<file path="config.mk">
export PLATFORM = sky130hd
export DESIGN_NAME = routerOutputPort
export DESIGN_NICKNAME = d
export VERILOG_FILES = /design/src/logic/nocPkg.sv /design/src/logic/flitFifo.sv /design/src/logic/packetTimer.sv /design/src/logic/portArbiter.sv /design/src/logic/linkOutput.sv /design/src/logic/routerOutputPort.sv
export SDC_FILE = /design/constraint.sdc
export NUM_CORES = 1
export LEC_CHECK = 0
export ABC_AREA = 1
export ABC_CLOCK_PERIOD_IN_PS = 12200
export BUFFER_PORTS_ARGS = -buffer_cell sky130_fd_sc_hd__buf_2
export CAP_MARGIN = 20
export CORE_AREA = 2 2 277 279
export CTS_CLUSTER_SIZE = 14
export DETAILED_ROUTE_END_ITERATION = 8
export DIE_AREA = 0 0 279 281
export GPL_ROUTABILITY_DRIVEN = 0
export PLACE_DENSITY_LB_ADDON = 0.1
export RECOVER_POWER = 50
export SYNTH_ARGS = -nofsm -noshare
export SYNTH_HDL_FRONTEND = slang
export SYNTH_SLANG_ARGS = --single-unit
export TNS_END_PERCENT = 50
</file>
<file path="constraint.sdc">
create_clock -name clk -period 12.2 [get_ports clk]
set_clock_uncertainty 0.05 [all_clocks]
set_input_delay 2.44 -clock clk [delete_from_list [all_inputs] [get_ports clk]]
set_output_delay 2.44 -clock clk [all_outputs]
set_load 0.02 [all_outputs]
</file>
<file path="src/logic/nocPkg.sv">
`default_nettype none

package nocPkg;

  // mesh router with one output port fed by five input channels.
  localparam int numPorts = 5;

  // channel index, which is also the priority order out of idle.
  localparam int portL = 0;
  localparam int portN = 1;
  localparam int portE = 2;
  localparam int portW = 3;
  localparam int portS = 4;

  localparam int lengthW = 12;

  // flit kinds.
  localparam logic [2:0] idHeader = 3'b001;
  localparam logic [2:0] idBody = 3'b010;
  localparam logic [2:0] idTail = 3'b100;

  // length is the tenure limit in flits.
  typedef struct packed {
    logic [2:0] flitId;
    logic spare;
    logic [lengthW-1:0] length;
  } headerFlit_t;

  typedef struct packed {
    logic [2:0] flitId;
    logic [12:0] payload;
  } bodyFlit_t;

  // one 16-bit word, read as a header or as a body flit.
  typedef union packed {
    headerFlit_t header;
    bodyFlit_t body;
  } flit_t;

  // forward half of a channel; ready runs back on its own wire.
  typedef struct packed {
    logic valid;
    flit_t flit;
  } flitChan_t;

  // one-hot arbiter state: bit 0 is idle, bits 1 to 5 grant L to S.
  typedef logic [numPorts:0] grant_t;

  localparam grant_t grantIdle = grant_t'(1);

endpackage

`default_nettype wire

</file>
<file path="src/logic/flitFifo.sv">
`timescale 1ns/1ns
`default_nettype none

module flitFifo
#(
  parameter int fifoDepth = 8
)
(
  input wire logic clk,
  input wire logic rst,
  input wire nocPkg::flitChan_t inChan,
  output logic ready,
  input wire logic pop,
  output nocPkg::flit_t head,
  output logic notEmpty
);

  localparam int ptrW = $clog2(fifoDepth);

  // one extra pointer bit tells full from empty.
  logic [ptrW:0] wrPtr;
  logic [ptrW:0] rdPtr;
  logic [ptrW:0] fill;
  logic full;
  logic write;

  nocPkg::flit_t mem [fifoDepth];

  assign full = (wrPtr[ptrW] != rdPtr[ptrW]) &&
                (wrPtr[ptrW-1:0] == rdPtr[ptrW-1:0]);
  assign notEmpty = (wrPtr != rdPtr);
  assign ready = !full;
  assign write = inChan.valid && ready;
  assign fill = wrPtr - rdPtr;

  always_ff @(posedge clk)
  begin
    if (rst)
    begin
      wrPtr <= '0;
      rdPtr <= '0;
    end
    else
    begin
      if (write)
      begin
        wrPtr <= wrPtr + 1'b1;
      end
      if (pop)
      begin
        rdPtr <= rdPtr + 1'b1;
      end
    end
  end

  always_ff @(posedge clk)
  begin
    if (write)
    begin
      mem[wrPtr[ptrW-1:0]] <= inChan.flit;
    end
  end

  // oldest flit, left in place until popped.
  assign head = mem[rdPtr[ptrW-1:0]];

  // the output stage only pops a channel that is requesting.
  popWhileEmpty: assert property (@(posedge clk) disable iff (rst) pop |-> notEmpty);

  // a write into a full buffer would push the fill past the depth.
  writeWhileFull: assert property (@(posedge clk) disable iff (rst)
    !fill[ptrW] || (fill[ptrW-1:0] == '0));

endmodule

`default_nettype wire

</file>
<file path="src/logic/packetTimer.sv">
`timescale 1ns/1ns
`default_nettype none

module packetTimer
(
  input wire logic clk,
  input wire logic rst,
  input wire nocPkg::flit_t head,
  input wire logic sent,
  input wire logic newTenure,
  output logic timesUp
);

  logic [nocPkg::lengthW-1:0] count;
  logic [nocPkg::lengthW-1:0] limit;
  logic [nocPkg::lengthW-1:0] countNext;
  logic [nocPkg::lengthW-1:0] limitNext;
  logic isHeader;

  assign isHeader = (head.header.flitId == nocPkg::idHeader);

  // a header picks up its length as it leaves.
  assign limitNext = (sent && isHeader) ? head.header.length : limit;

  assign countNext = (newTenure ? '0 : count) + {{(nocPkg::lengthW-1){1'b0}}, sent};

  // looks at the count including this cycle's flit, so the registered
  // grant moves on right after the last allowed flit.
  assign timesUp = (limitNext != '0) && (countNext >= limitNext);

  always_ff @(posedge clk)
  begin
    if (rst)
    begin
      count <= '0;
      limit <= '0;
    end
    else
    begin
      count <= countNext;
      limit <= limitNext;
    end
  end

endmodule

`default_nettype wire

</file>
<file path="src/logic/portArbiter.sv">
`timescale 1ns/1ns
`default_nettype none

module portArbiter
(
  input wire logic clk,
  input wire logic rst,
  input wire logic [nocPkg::numPorts-1:0] req,
  input wire logic [nocPkg::numPorts-1:0] timesUp,
  output nocPkg::grant_t grant,
  output logic [nocPkg::numPorts-1:0] newTenure
);

  nocPkg::grant_t nextGrant;
  int curPort;

  function automatic nocPkg::grant_t portGrant(input int p);
    return nocPkg::grant_t'(1) << (p + 1);
  endfunction

  function automatic int wrapPort(input int p);
    return (p >= nocPkg::numPorts) ? p - nocPkg::numPorts : p;
  endfunction

  // index of the port holding the link.
  always_comb
  begin
    curPort = 0;
    for (int i = 0; i < nocPkg::numPorts; i++)
    begin
      if (grant[i + 1])
      begin
        curPort = i;
      end
    end
  end

  always_comb
  begin
    nextGrant = nocPkg::grantIdle;
    if (grant == nocPkg::grantIdle)
    begin
      if (req[nocPkg::portL])
      begin
        nextGrant = portGrant(nocPkg::portL);
      end
      else if (req[nocPkg::portN])
      begin
        nextGrant = portGrant(nocPkg::portN);
      end
      else if (req[nocPkg::portE])
      begin
        nextGrant = portGrant(nocPkg::portE);
      end
      else if (req[nocPkg::portW])
      begin
        nextGrant = portGrant(nocPkg::portW);
      end
      else if (req[nocPkg::portS])
      begin
        nextGrant = portGrant(nocPkg::portS);
      end
    end
    else if (req[curPort] && !timesUp[curPort])
    begin
      nextGrant = grant;
    end
    else
    begin
      // walk backwards so the nearest requester after curPort wins.
      // the current port itself is skipped, it goes back through idle.
      for (int k = nocPkg::numPorts - 1; k > 0; k--)
      begin
        if (req[wrapPort(curPort + k)])
        begin
          nextGrant = portGrant(wrapPort(curPort + k));
        end
      end
    end
  end

  always_ff @(posedge clk)
  begin
    if (rst)
    begin
      grant <= nocPkg::grantIdle;
      newTenure <= '0;
    end
    else
    begin
      grant <= nextGrant;
      newTenure <= nextGrant[nocPkg::numPorts:1] & ~grant[nocPkg::numPorts:1];
    end
  end

  grantOneHot: assert property (@(posedge clk) disable iff (rst) $onehot(grant));

endmodule

`default_nettype wire

</file>
<file path="src/logic/linkOutput.sv">
`timescale 1ns/1ns
`default_nettype none

module linkOutput
(
  input wire logic clk,
  input wire logic rst,
  input wire nocPkg::grant_t grant,
  input wire nocPkg::flit_t [nocPkg::numPorts-1:0] heads,
  input wire logic [nocPkg::numPorts-1:0] notEmpty,
  output nocPkg::flitChan_t outChan,
  input wire logic outReady,
  output logic [nocPkg::numPorts-1:0] sent
);

  logic outValid;
  nocPkg::flit_t outFlit;
  nocPkg::flit_t selFlit;
  logic canLoad;

  always_comb
  begin
    selFlit = heads[0];
    for (int i = 0; i < nocPkg::numPorts; i++)
    begin
      if (grant[i + 1])
      begin
        selFlit = heads[i];
      end
    end
  end

  // register is free when empty or being drained this cycle.
  assign canLoad = !outValid || outReady;
  assign sent = canLoad ? (grant[nocPkg::numPorts:1] & notEmpty) : '0;

  always_ff @(posedge clk)
  begin
    if (rst)
    begin
      outValid <= 1'b0;
    end
    else if (canLoad)
    begin
      outValid <= |sent;
    end
  end

  always_ff @(posedge clk)
  begin
    if (|sent)
    begin
      outFlit <= selFlit;
    end
  end

  assign outChan.valid = outValid;
  assign outChan.flit = outFlit;

  holdUnderStall: assert property (@(posedge clk) disable iff (rst)
    (outChan.valid && !outReady) |=> $stable(outChan));

endmodule

`default_nettype wire

</file>
<file path="src/logic/routerOutputPort.sv">
`timescale 1ns/1ns
`default_nettype none

module routerOutputPort
#(
  parameter int fifoDepth = 8
)
(
  input wire logic clk,
  input wire logic rst,
  input wire nocPkg::flitChan_t [nocPkg::numPorts-1:0] inChan,
  output logic [nocPkg::numPorts-1:0] inReady,
  output nocPkg::flitChan_t outChan,
  input wire logic outReady
);

  nocPkg::flit_t [nocPkg::numPorts-1:0] heads;
  logic [nocPkg::numPorts-1:0] notEmpty;
  logic [nocPkg::numPorts-1:0] sent;
  logic [nocPkg::numPorts-1:0] timesUp;
  logic [nocPkg::numPorts-1:0] newTenure;
  nocPkg::grant_t grant;

  // one buffer and one tenure timer per input channel.
  for (genvar p = 0; p < nocPkg::numPorts; p++)
  begin : chan
    flitFifo #(
      .fifoDepth(fifoDepth)
    ) i_flitFifo (
      .clk(clk),
      .rst(rst),
      .inChan(inChan[p]),
      .ready(inReady[p]),
      .pop(sent[p]),
      .head(heads[p]),
      .notEmpty(notEmpty[p])
    );

    packetTimer i_packetTimer (
      .clk(clk),
      .rst(rst),
      .head(heads[p]),
      .sent(sent[p]),
      .newTenure(newTenure[p]),
      .timesUp(timesUp[p])
    );
  end

  portArbiter i_portArbiter (
    .clk(clk),
    .rst(rst),
    .req(notEmpty),
    .timesUp(timesUp),
    .grant(grant),
    .newTenure(newTenure)
  );

  linkOutput i_linkOutput (
    .clk(clk),
    .rst(rst),
    .grant(grant),
    .heads(heads),
    .notEmpty(notEmpty),
    .outChan(outChan),
    .outReady(outReady),
    .sent(sent)
  );

endmodule

`default_nettype wire

</file>
After elaboration in Yosys (flattened, before gate mapping):

Memory sizes are Yosys's and may differ from the RTL's. A register that Yosys moved wholly into a read port is not among the register bits.
Index checks and enable logic that the tools add are counted.

* input port bits: 88
* memory bits (writable): 640
* logic and storage cells: 207
* memories: 5
* bits in registers: 188

* shift operators: 4
* bitwise gates (word level): 3
* add/sub/neg operators: 27
* order comparisons: 14
* multiplexer cells: 72
* reduce and logical (&&, ||, !) cells: 35
* eq/ne operators: 22

Memories
* chan[0].i_flitFifo.mem: depth 8, bits a word 16, rd ports 1, clocked after Yosys merged registers in 1, write ports 1, line flitFifo.sv:27 `nocPkg::flit_t mem [fifoDepth];`
* chan[1].i_flitFifo.mem: depth 8, bits a word 16, rd ports 1, clocked after Yosys merged registers in 1, write ports 1, line flitFifo.sv:27
* chan[2].i_flitFifo.mem: depth 8, bits a word 16, rd ports 1, clocked after Yosys merged registers in 1, write ports 1, line flitFifo.sv:27
* chan[3].i_flitFifo.mem: depth 8, bits a word 16, rd ports 1, clocked after Yosys merged registers in 1, write ports 1, line flitFifo.sv:27
* chan[4].i_flitFifo.mem: depth 8, bits a word 16, rd ports 1, clocked after Yosys merged registers in 1, write ports 1, line flitFifo.sv:27

Operator list (number)
* $add A32 B2 Y32 const B: 4
* $ge A32 B4 Y1 const B: 4
* $lt A32 B5 Y1 const B: 4
* $mux W32: 4
* $shl A1 B32 Y6 const A: 4
* $sub A32 B4 Y32 const B: 4
* $mux W12: 10
* $mux W6: 11
* $mux W16: 4
* $add A12 B1 Y12: 5
* $ge A12 B12 Y1: 5
* $reduce_bool A12 Y1: 5
* $add A4 B1 Y4 const B: 10
* $mux W3: 11
* $mux W1: 23
* $logic_and A1 B1 Y1: 21
* $ne A4 B4 Y1: 5
* $bmux W1 S3: 6
* $eq A3 B1 Y1 const B: 5
* $eq A3 B3 Y1: 5
* $and A5 B5 Y5: 2
* $add A3 B2 Y4 const B: 2
* $logic_not A1 Y1: 7
* $eq A6 B1 Y1 const B: 1
* other kinds (10): 15

Longest topological paths before layout:

* depth in word-level cells: 17
* depth in mapped cells: 36

Hierarchy:

Synthesis repeated with hierarchy kept, for this count alone.

* cells, all modules: 3896
* area, all modules: 38715.9 µm²

Modules (own cells, without submodules)
* flitFifo (chan[1].i_flitFifo ...): cells each 478, instances 2, area an instance 5576.6 µm²
* flitFifo (chan[0].i_flitFifo ...): cells each 407, instances 2, area an instance 5566.6 µm²
* packetTimer (chan[0].i_packetTimer ...): cells each 231, instances 4, area an instance 1527.7 µm²
* flitFifo (chan[3].i_flitFifo): cells each 478, instances 1, area an instance 5571.6 µm²
* portArbiter: cells each 276, instances 1, area an instance 1619.1 µm²
* linkOutput: cells each 220, instances 1, area an instance 1597.8 µm²
* packetTimer (chan[3].i_packetTimer): cells each 228, instances 1, area an instance 1530.2 µm²

Worst setup path before layout:

Ideal clock, no wire load.

* path kind: input to register
* start: input outReady
* end: register i_portArbiter.newTenure[4] in the netlist's numbering
* setup time: 126 ps
* required time: 12024 ps
* data arrival time: 5614 ps
* stages: 28
* path buffers: 0
* slack: 6409 ps
* cells stage by stage: nor2_1 nor2_1 nand2_2 inv_1 ha_1 nand3_1 nor3b_1 nand4_1 or3_1 nor3_1 xor2_1 inv_1 ha_1 nand2_1 nor2_1 nand3_1 nand4_1 nand2_1 inv_1 nand2_1 nand2_1 nand2_2 nand3_4 nand2_1 nand3_1 nand2_1 nand2_1 nor2_2

RTL lines
* from (decl): line routerOutputPort.sv:14 `input wire logic outReady`
* $logic_or A1 B1 Y1: line linkOutput.sv:34 `assign canLoad = !outValid || outReady;`
* $mux W5: line linkOutput.sv:35 `assign sent = canLoad ? (grant[nocPkg::numPorts:1] & notEmpty) : '0;`
* named net chan[1].i_flitFifo.pop: line flitFifo.sv:13 `input wire logic pop,`
* $add A12 B1 Y12: line packetTimer.sv:25 `assign countNext = (newTenure ? '0 : count) + {{(nocPkg::lengthW-1){1'b0}}, sent};`
* named net chan[1].i_packetTimer.countNext (one bit): line packetTimer.sv:16 `logic [nocPkg::lengthW-1:0] countNext;`
* $ge A12 B12 Y1: line packetTimer.sv:29 `assign timesUp = (limitNext != '0) && (countNext >= limitNext);`
* $logic_and A1 B1 Y1: line packetTimer.sv:29
* $bmux W1 S3: line portArbiter.sv:64 `else if (req[curPort] && !timesUp[curPort])`
* $mux W1 (implied by the code) (2 in series): line portArbiter.sv:64
* $logic_not A1 Y1: line portArbiter.sv:64
* $logic_and A1 B1 Y1: line portArbiter.sv:64
* $mux W6: line portArbiter.sv:64
* $mux W6: line portArbiter.sv:41 `if (grant == nocPkg::grantIdle)`
* $and A5 B5 Y5: line portArbiter.sv:92 `newTenure <= nextGrant[nocPkg::numPorts:1] & ~grant[nocPkg::numPorts:1];`
* to (signal assigned): line portArbiter.sv:92
* to (decl): line portArbiter.sv:11 `output logic [nocPkg::numPorts-1:0] newTenure`

The timed path passes the listed nets, and every way through them passes these cells. The select of a mux whose other input is x is not followed.
A chain may end at the register's enable or synchronous reset.

Worst setup path in the final report:

* start: input outReady
* end: register i_portArbiter.newTenure[0] in the netlist's numbering

RTL lines (line)
* $logic_or A1 B1 Y1: linkOutput.sv:34
* $mux W5: linkOutput.sv:35
* named net chan[3].i_flitFifo.pop: flitFifo.sv:13
* $add A12 B1 Y12: packetTimer.sv:25
* named net chan[3].i_packetTimer.countNext (one bit): packetTimer.sv:16
* $ge A12 B12 Y1: packetTimer.sv:29
* $logic_and A1 B1 Y1: packetTimer.sv:29
* $bmux W1 S3: portArbiter.sv:64
* $mux W1 (implied by the code) (2 in series): portArbiter.sv:64
* $logic_not A1 Y1: portArbiter.sv:64
* $logic_and A1 B1 Y1: portArbiter.sv:64
* $mux W6: portArbiter.sv:64
* $mux W6: portArbiter.sv:41
* $and A5 B5 Y5: portArbiter.sv:92

The timed path passes the listed nets, and every way through them passes these cells. The select of a mux whose other input is x is not followed.

==> results.md <==
- Clock sinks: about 840
- Minimum clock period: 6.026 ns
- Max Cap Violations: 1
- Iter 0 DRT Violations: just over 2000
- Core area: about 75000 um2
- CP top delay family: simple AND/OR/NAND/NOR gates
- FP Rows: 101
- Critical path's slowest cell: nor2_1
- Leakage: between 15 and 20 nW
- Slew Limit Headroom: -33.71%
- Kind of critical path: in -> reg
- RSZ-0062 raised after global routing: no
- CP startpoint: outReady
- Mapped Cells: around 3800
- Power per cell area: about 190 nW/um2
- Routed wire per std cell: 18.25 um
- Synth top cells by count: nor2_1 (737), edfxtp_1 (656), nand2_1 (638), inv_1 (355), o21ai_0 (350)
- Root Buffer: clkbuf_16
- Core Util, Final: between 50% and 60%
- Cell mode on critical path: nand2_1
- Initial antenna violation count: 5
- Worst setup SP type: primary input
- DIE HEIGHT: roughly 280 um
- Layout filler cell count: ~6600
- Drt total wl: 90.61 mm
- Final setup fails: 0
- Yosys Warn Count: 0
- Critical path buffers and inverters: 7
- Die area: between 70000 and 80000 um2
- Final Hold Vio Count: 0
- Largest net degree at the start of global routing: between 90 and 100
- Hold crit path type: reg -> reg
- Residual DRC: 0
- Post-CTS Setup Bufs: 0
- Area delta synth->final: 11.97%
- GRT Util Overall: a little under a quarter
- Resized Gates After CTS: 0
- Period utilization: between 40% and 50%
- Fraction of layout cells with a size suffix above 1: about 7.6%
- Area contributors post-synth: edfxtp_1 (53%), dfxtp_1 (10%), nor2_1 (7.4%)
- I/O Buffers: about 110
- Hold path startpoint: i_portArbiter.grant[1]
- Failing checks: max-capacitance violations, max-slew violations
- Nets@finish: roughly 4100
- Post-synth ARST share: 0%
- Status: complete, but fails checks
- Number of global-route vias before repair: roughly 24000
- Worst vdd ir: 0.1224 mV
- Total number of vias: ~26000
- CTS tree: yes
- Most frequent cell after synthesis: nor2_1
- Clock-pin slew on the worst setup and hold paths: around 0.07 ns
- Final TNS setup: 0 ns
- Ys flop type: edfxtp_1
- R2r setup slk: ~6.9 ns
- Yosys top cell by area: edfxtp_1
- HPWL Detailed: around 56 mm
- Critical Path Sink Type: flip-flop
- Vias per std cell: about 5.2
- Area of the multi-input gates: about 12000 um2
- Slowest Stage Delay on Critical Path: about 0.60 ns
- Register area: 23450 um2
- CTS Buf Count: 90
- Clk_lat worst skew: roughly 0.65 ns
- Post-route insts no fill: just under 5000
- DP Cell Count: approximately 4800
- DRT antenna net count: 0
- Synth top area share: a little over half
- Mapped cell area: 37350 um2
- I/O pins: between 100 and 150
- Achievable Freq: 0.1660 GHz
- #FFs+latches synth: approximately 840
- Max clock buf depth: 3
- Mean Syn Cell Area: between 9 and 10 um2
- Starting density of the core: approximately half
- CTS H-tree lvls: 3
- Worst-Margin Slew: roughly 2 ns
- GR Overflow Total: 0
- Yosys cell types: 46
- Crit-path max FO: 8
- Global-route wire length before repair: around 140 mm
- Post-synthesis sequential area ratio: approximately 63%
- Post-Syn Nets: 3988
- Die X: between 200 and 300 um
- Worst EP arrival: ~6.6 ns
- CTS Hold Bufs: 0
- Post-synth EDFFs: approximately 660
- Final Max Tran Viols: roughly 40
- DRT Pass-1 Iters: 6
- WP data required: 12.72 ns
logic make-up after synthesis:
group | Yosys count | synth area share (%)
buf+inv | 539 | 5.996
simple gates | 1713 | 18.70
xor+xnor | 44 | 1.032
mux | 9 | 0.2412
flops | 843 | 62.76
other cells | 1 | 0.01004
compound gates | 577 | 8.345
fa+ha+maj | 87 | 2.914
stage by stage:
step	total power, mW	instance area [um2]	setup slack [ns]	hold slack (ns)
floorplan	4.514	37350	6.409	0.3539
global placement	5.063	38750	5.590	0.3673
detailed placement	5.074	38790	5.461	0.3679
CTS	7.852	41840	6.128	0.3862
global route	8.186	41820	5.664	0.3948
finish	7.824	41820	6.174	0.3838
flip-flops by register name (all words and copies together) (netlist names), named ones only:
| register | cells |
|---|---|
| chan.i_flitFifo.mem | 640 |
| chan.i_packetTimer.count | 60 |
| chan.i_packetTimer.limit | 60 |
| chan.i_flitFifo.rdPtr | 20 |
| chan.i_flitFifo.wrPtr | 20 |
| i_linkOutput.outFlit | 16 |
| i_portArbiter.grant | 6 |
| i_portArbiter.newTenure | 5 |
| i_linkOutput.outValid | 1 |
where the power goes:
part | switching, mW | internal, mW
Clock | 1.12 | 1.67
Sequential | 0.0453 | 3.24
Combinational | 1.29 | 0.474
Total | 2.45 | 5.38
layout by cell type (no fill, tap or decap), types with 5 or more instances in the layout:
cell | netlist | layout
nand4_1 | 22 | 22
inv_2 | 17 | 17
o21ai_0 | 350 | 350
edfxtp_1 | 656 | 656
nor4_1 | 5 | 5
nor3_1 | 27 | 27
nor2_1 | 737 | 716
dfxtp_1 | 187 | 182
clkbuf_16 | 0 | 95
buf_4 | 24 | 43
nand3_1 | 232 | 232
dfxtp_2 | 0 | 5
xor2_1 | 40 | 40
o21ai_1 | 50 | 50
mux2i_1 | 9 | 9
nand2_1 | 638 | 638
inv_1 | 355 | 355
bufinv_16 | 0 | 8
clkbuf_8 | 0 | 11
o22ai_1 | 38 | 38
a21oi_1 | 83 | 83
ha_1 | 87 | 87
o211ai_1 | 20 | 20
clkbuf_1 | 68 | 109
nand2_2 | 19 | 19
clkinv_2 | 0 | 10
a211oi_1 | 6 | 6
buf_2 | 45 | 23
o221ai_1 | 17 | 17
clkinv_1 | 4 | 16
nor2_2 | 14 | 35
nor3b_1 | 5 | 5
worst register-to-register path, delay by kind of cell, from the launching register on:
| kind | cells | cell delay, ns |
|---|---|---|
| buf+inv | 3 | 1.28 |
| compound gates | 3 | 0.46 |
| simple gates | 21 | 2.86 |
| flops | 1 | 0.32 |
| fa+ha+maj | 1 | 0.32 |
worst paths after layout:
kind                                end  depth (start not counted)
max          i_portArbiter.newTenure[0]                         34
min          i_portArbiter.newTenure[0]                          1
max reg2reg  i_portArbiter.newTenure[0]                         28
min reg2reg  i_portArbiter.newTenure[0]                          1
final cells by class:
class,count,share of cell area (%)
Antenna cell,2,0.01197
Inverter,377,3.390
Clock inverter,39,1.035
Tap cell,978,2.926
Sequential cell,843,56.07
Timing Repair Buffer,168,2.289
Clock buffer,127,6.256
Multi-Input combinational cell,2431,28.03
per-layer routing:
metal	global-route usage, %	part of all wire, %	vias up
met5	0	0.054	-
met4	7.954	3.0	8
met3	4.398	6.2	161
met2	36.66	46	677
met1	31.74	45	12180
li1	-	-	13020
Power figures use the tool's default switching activity.
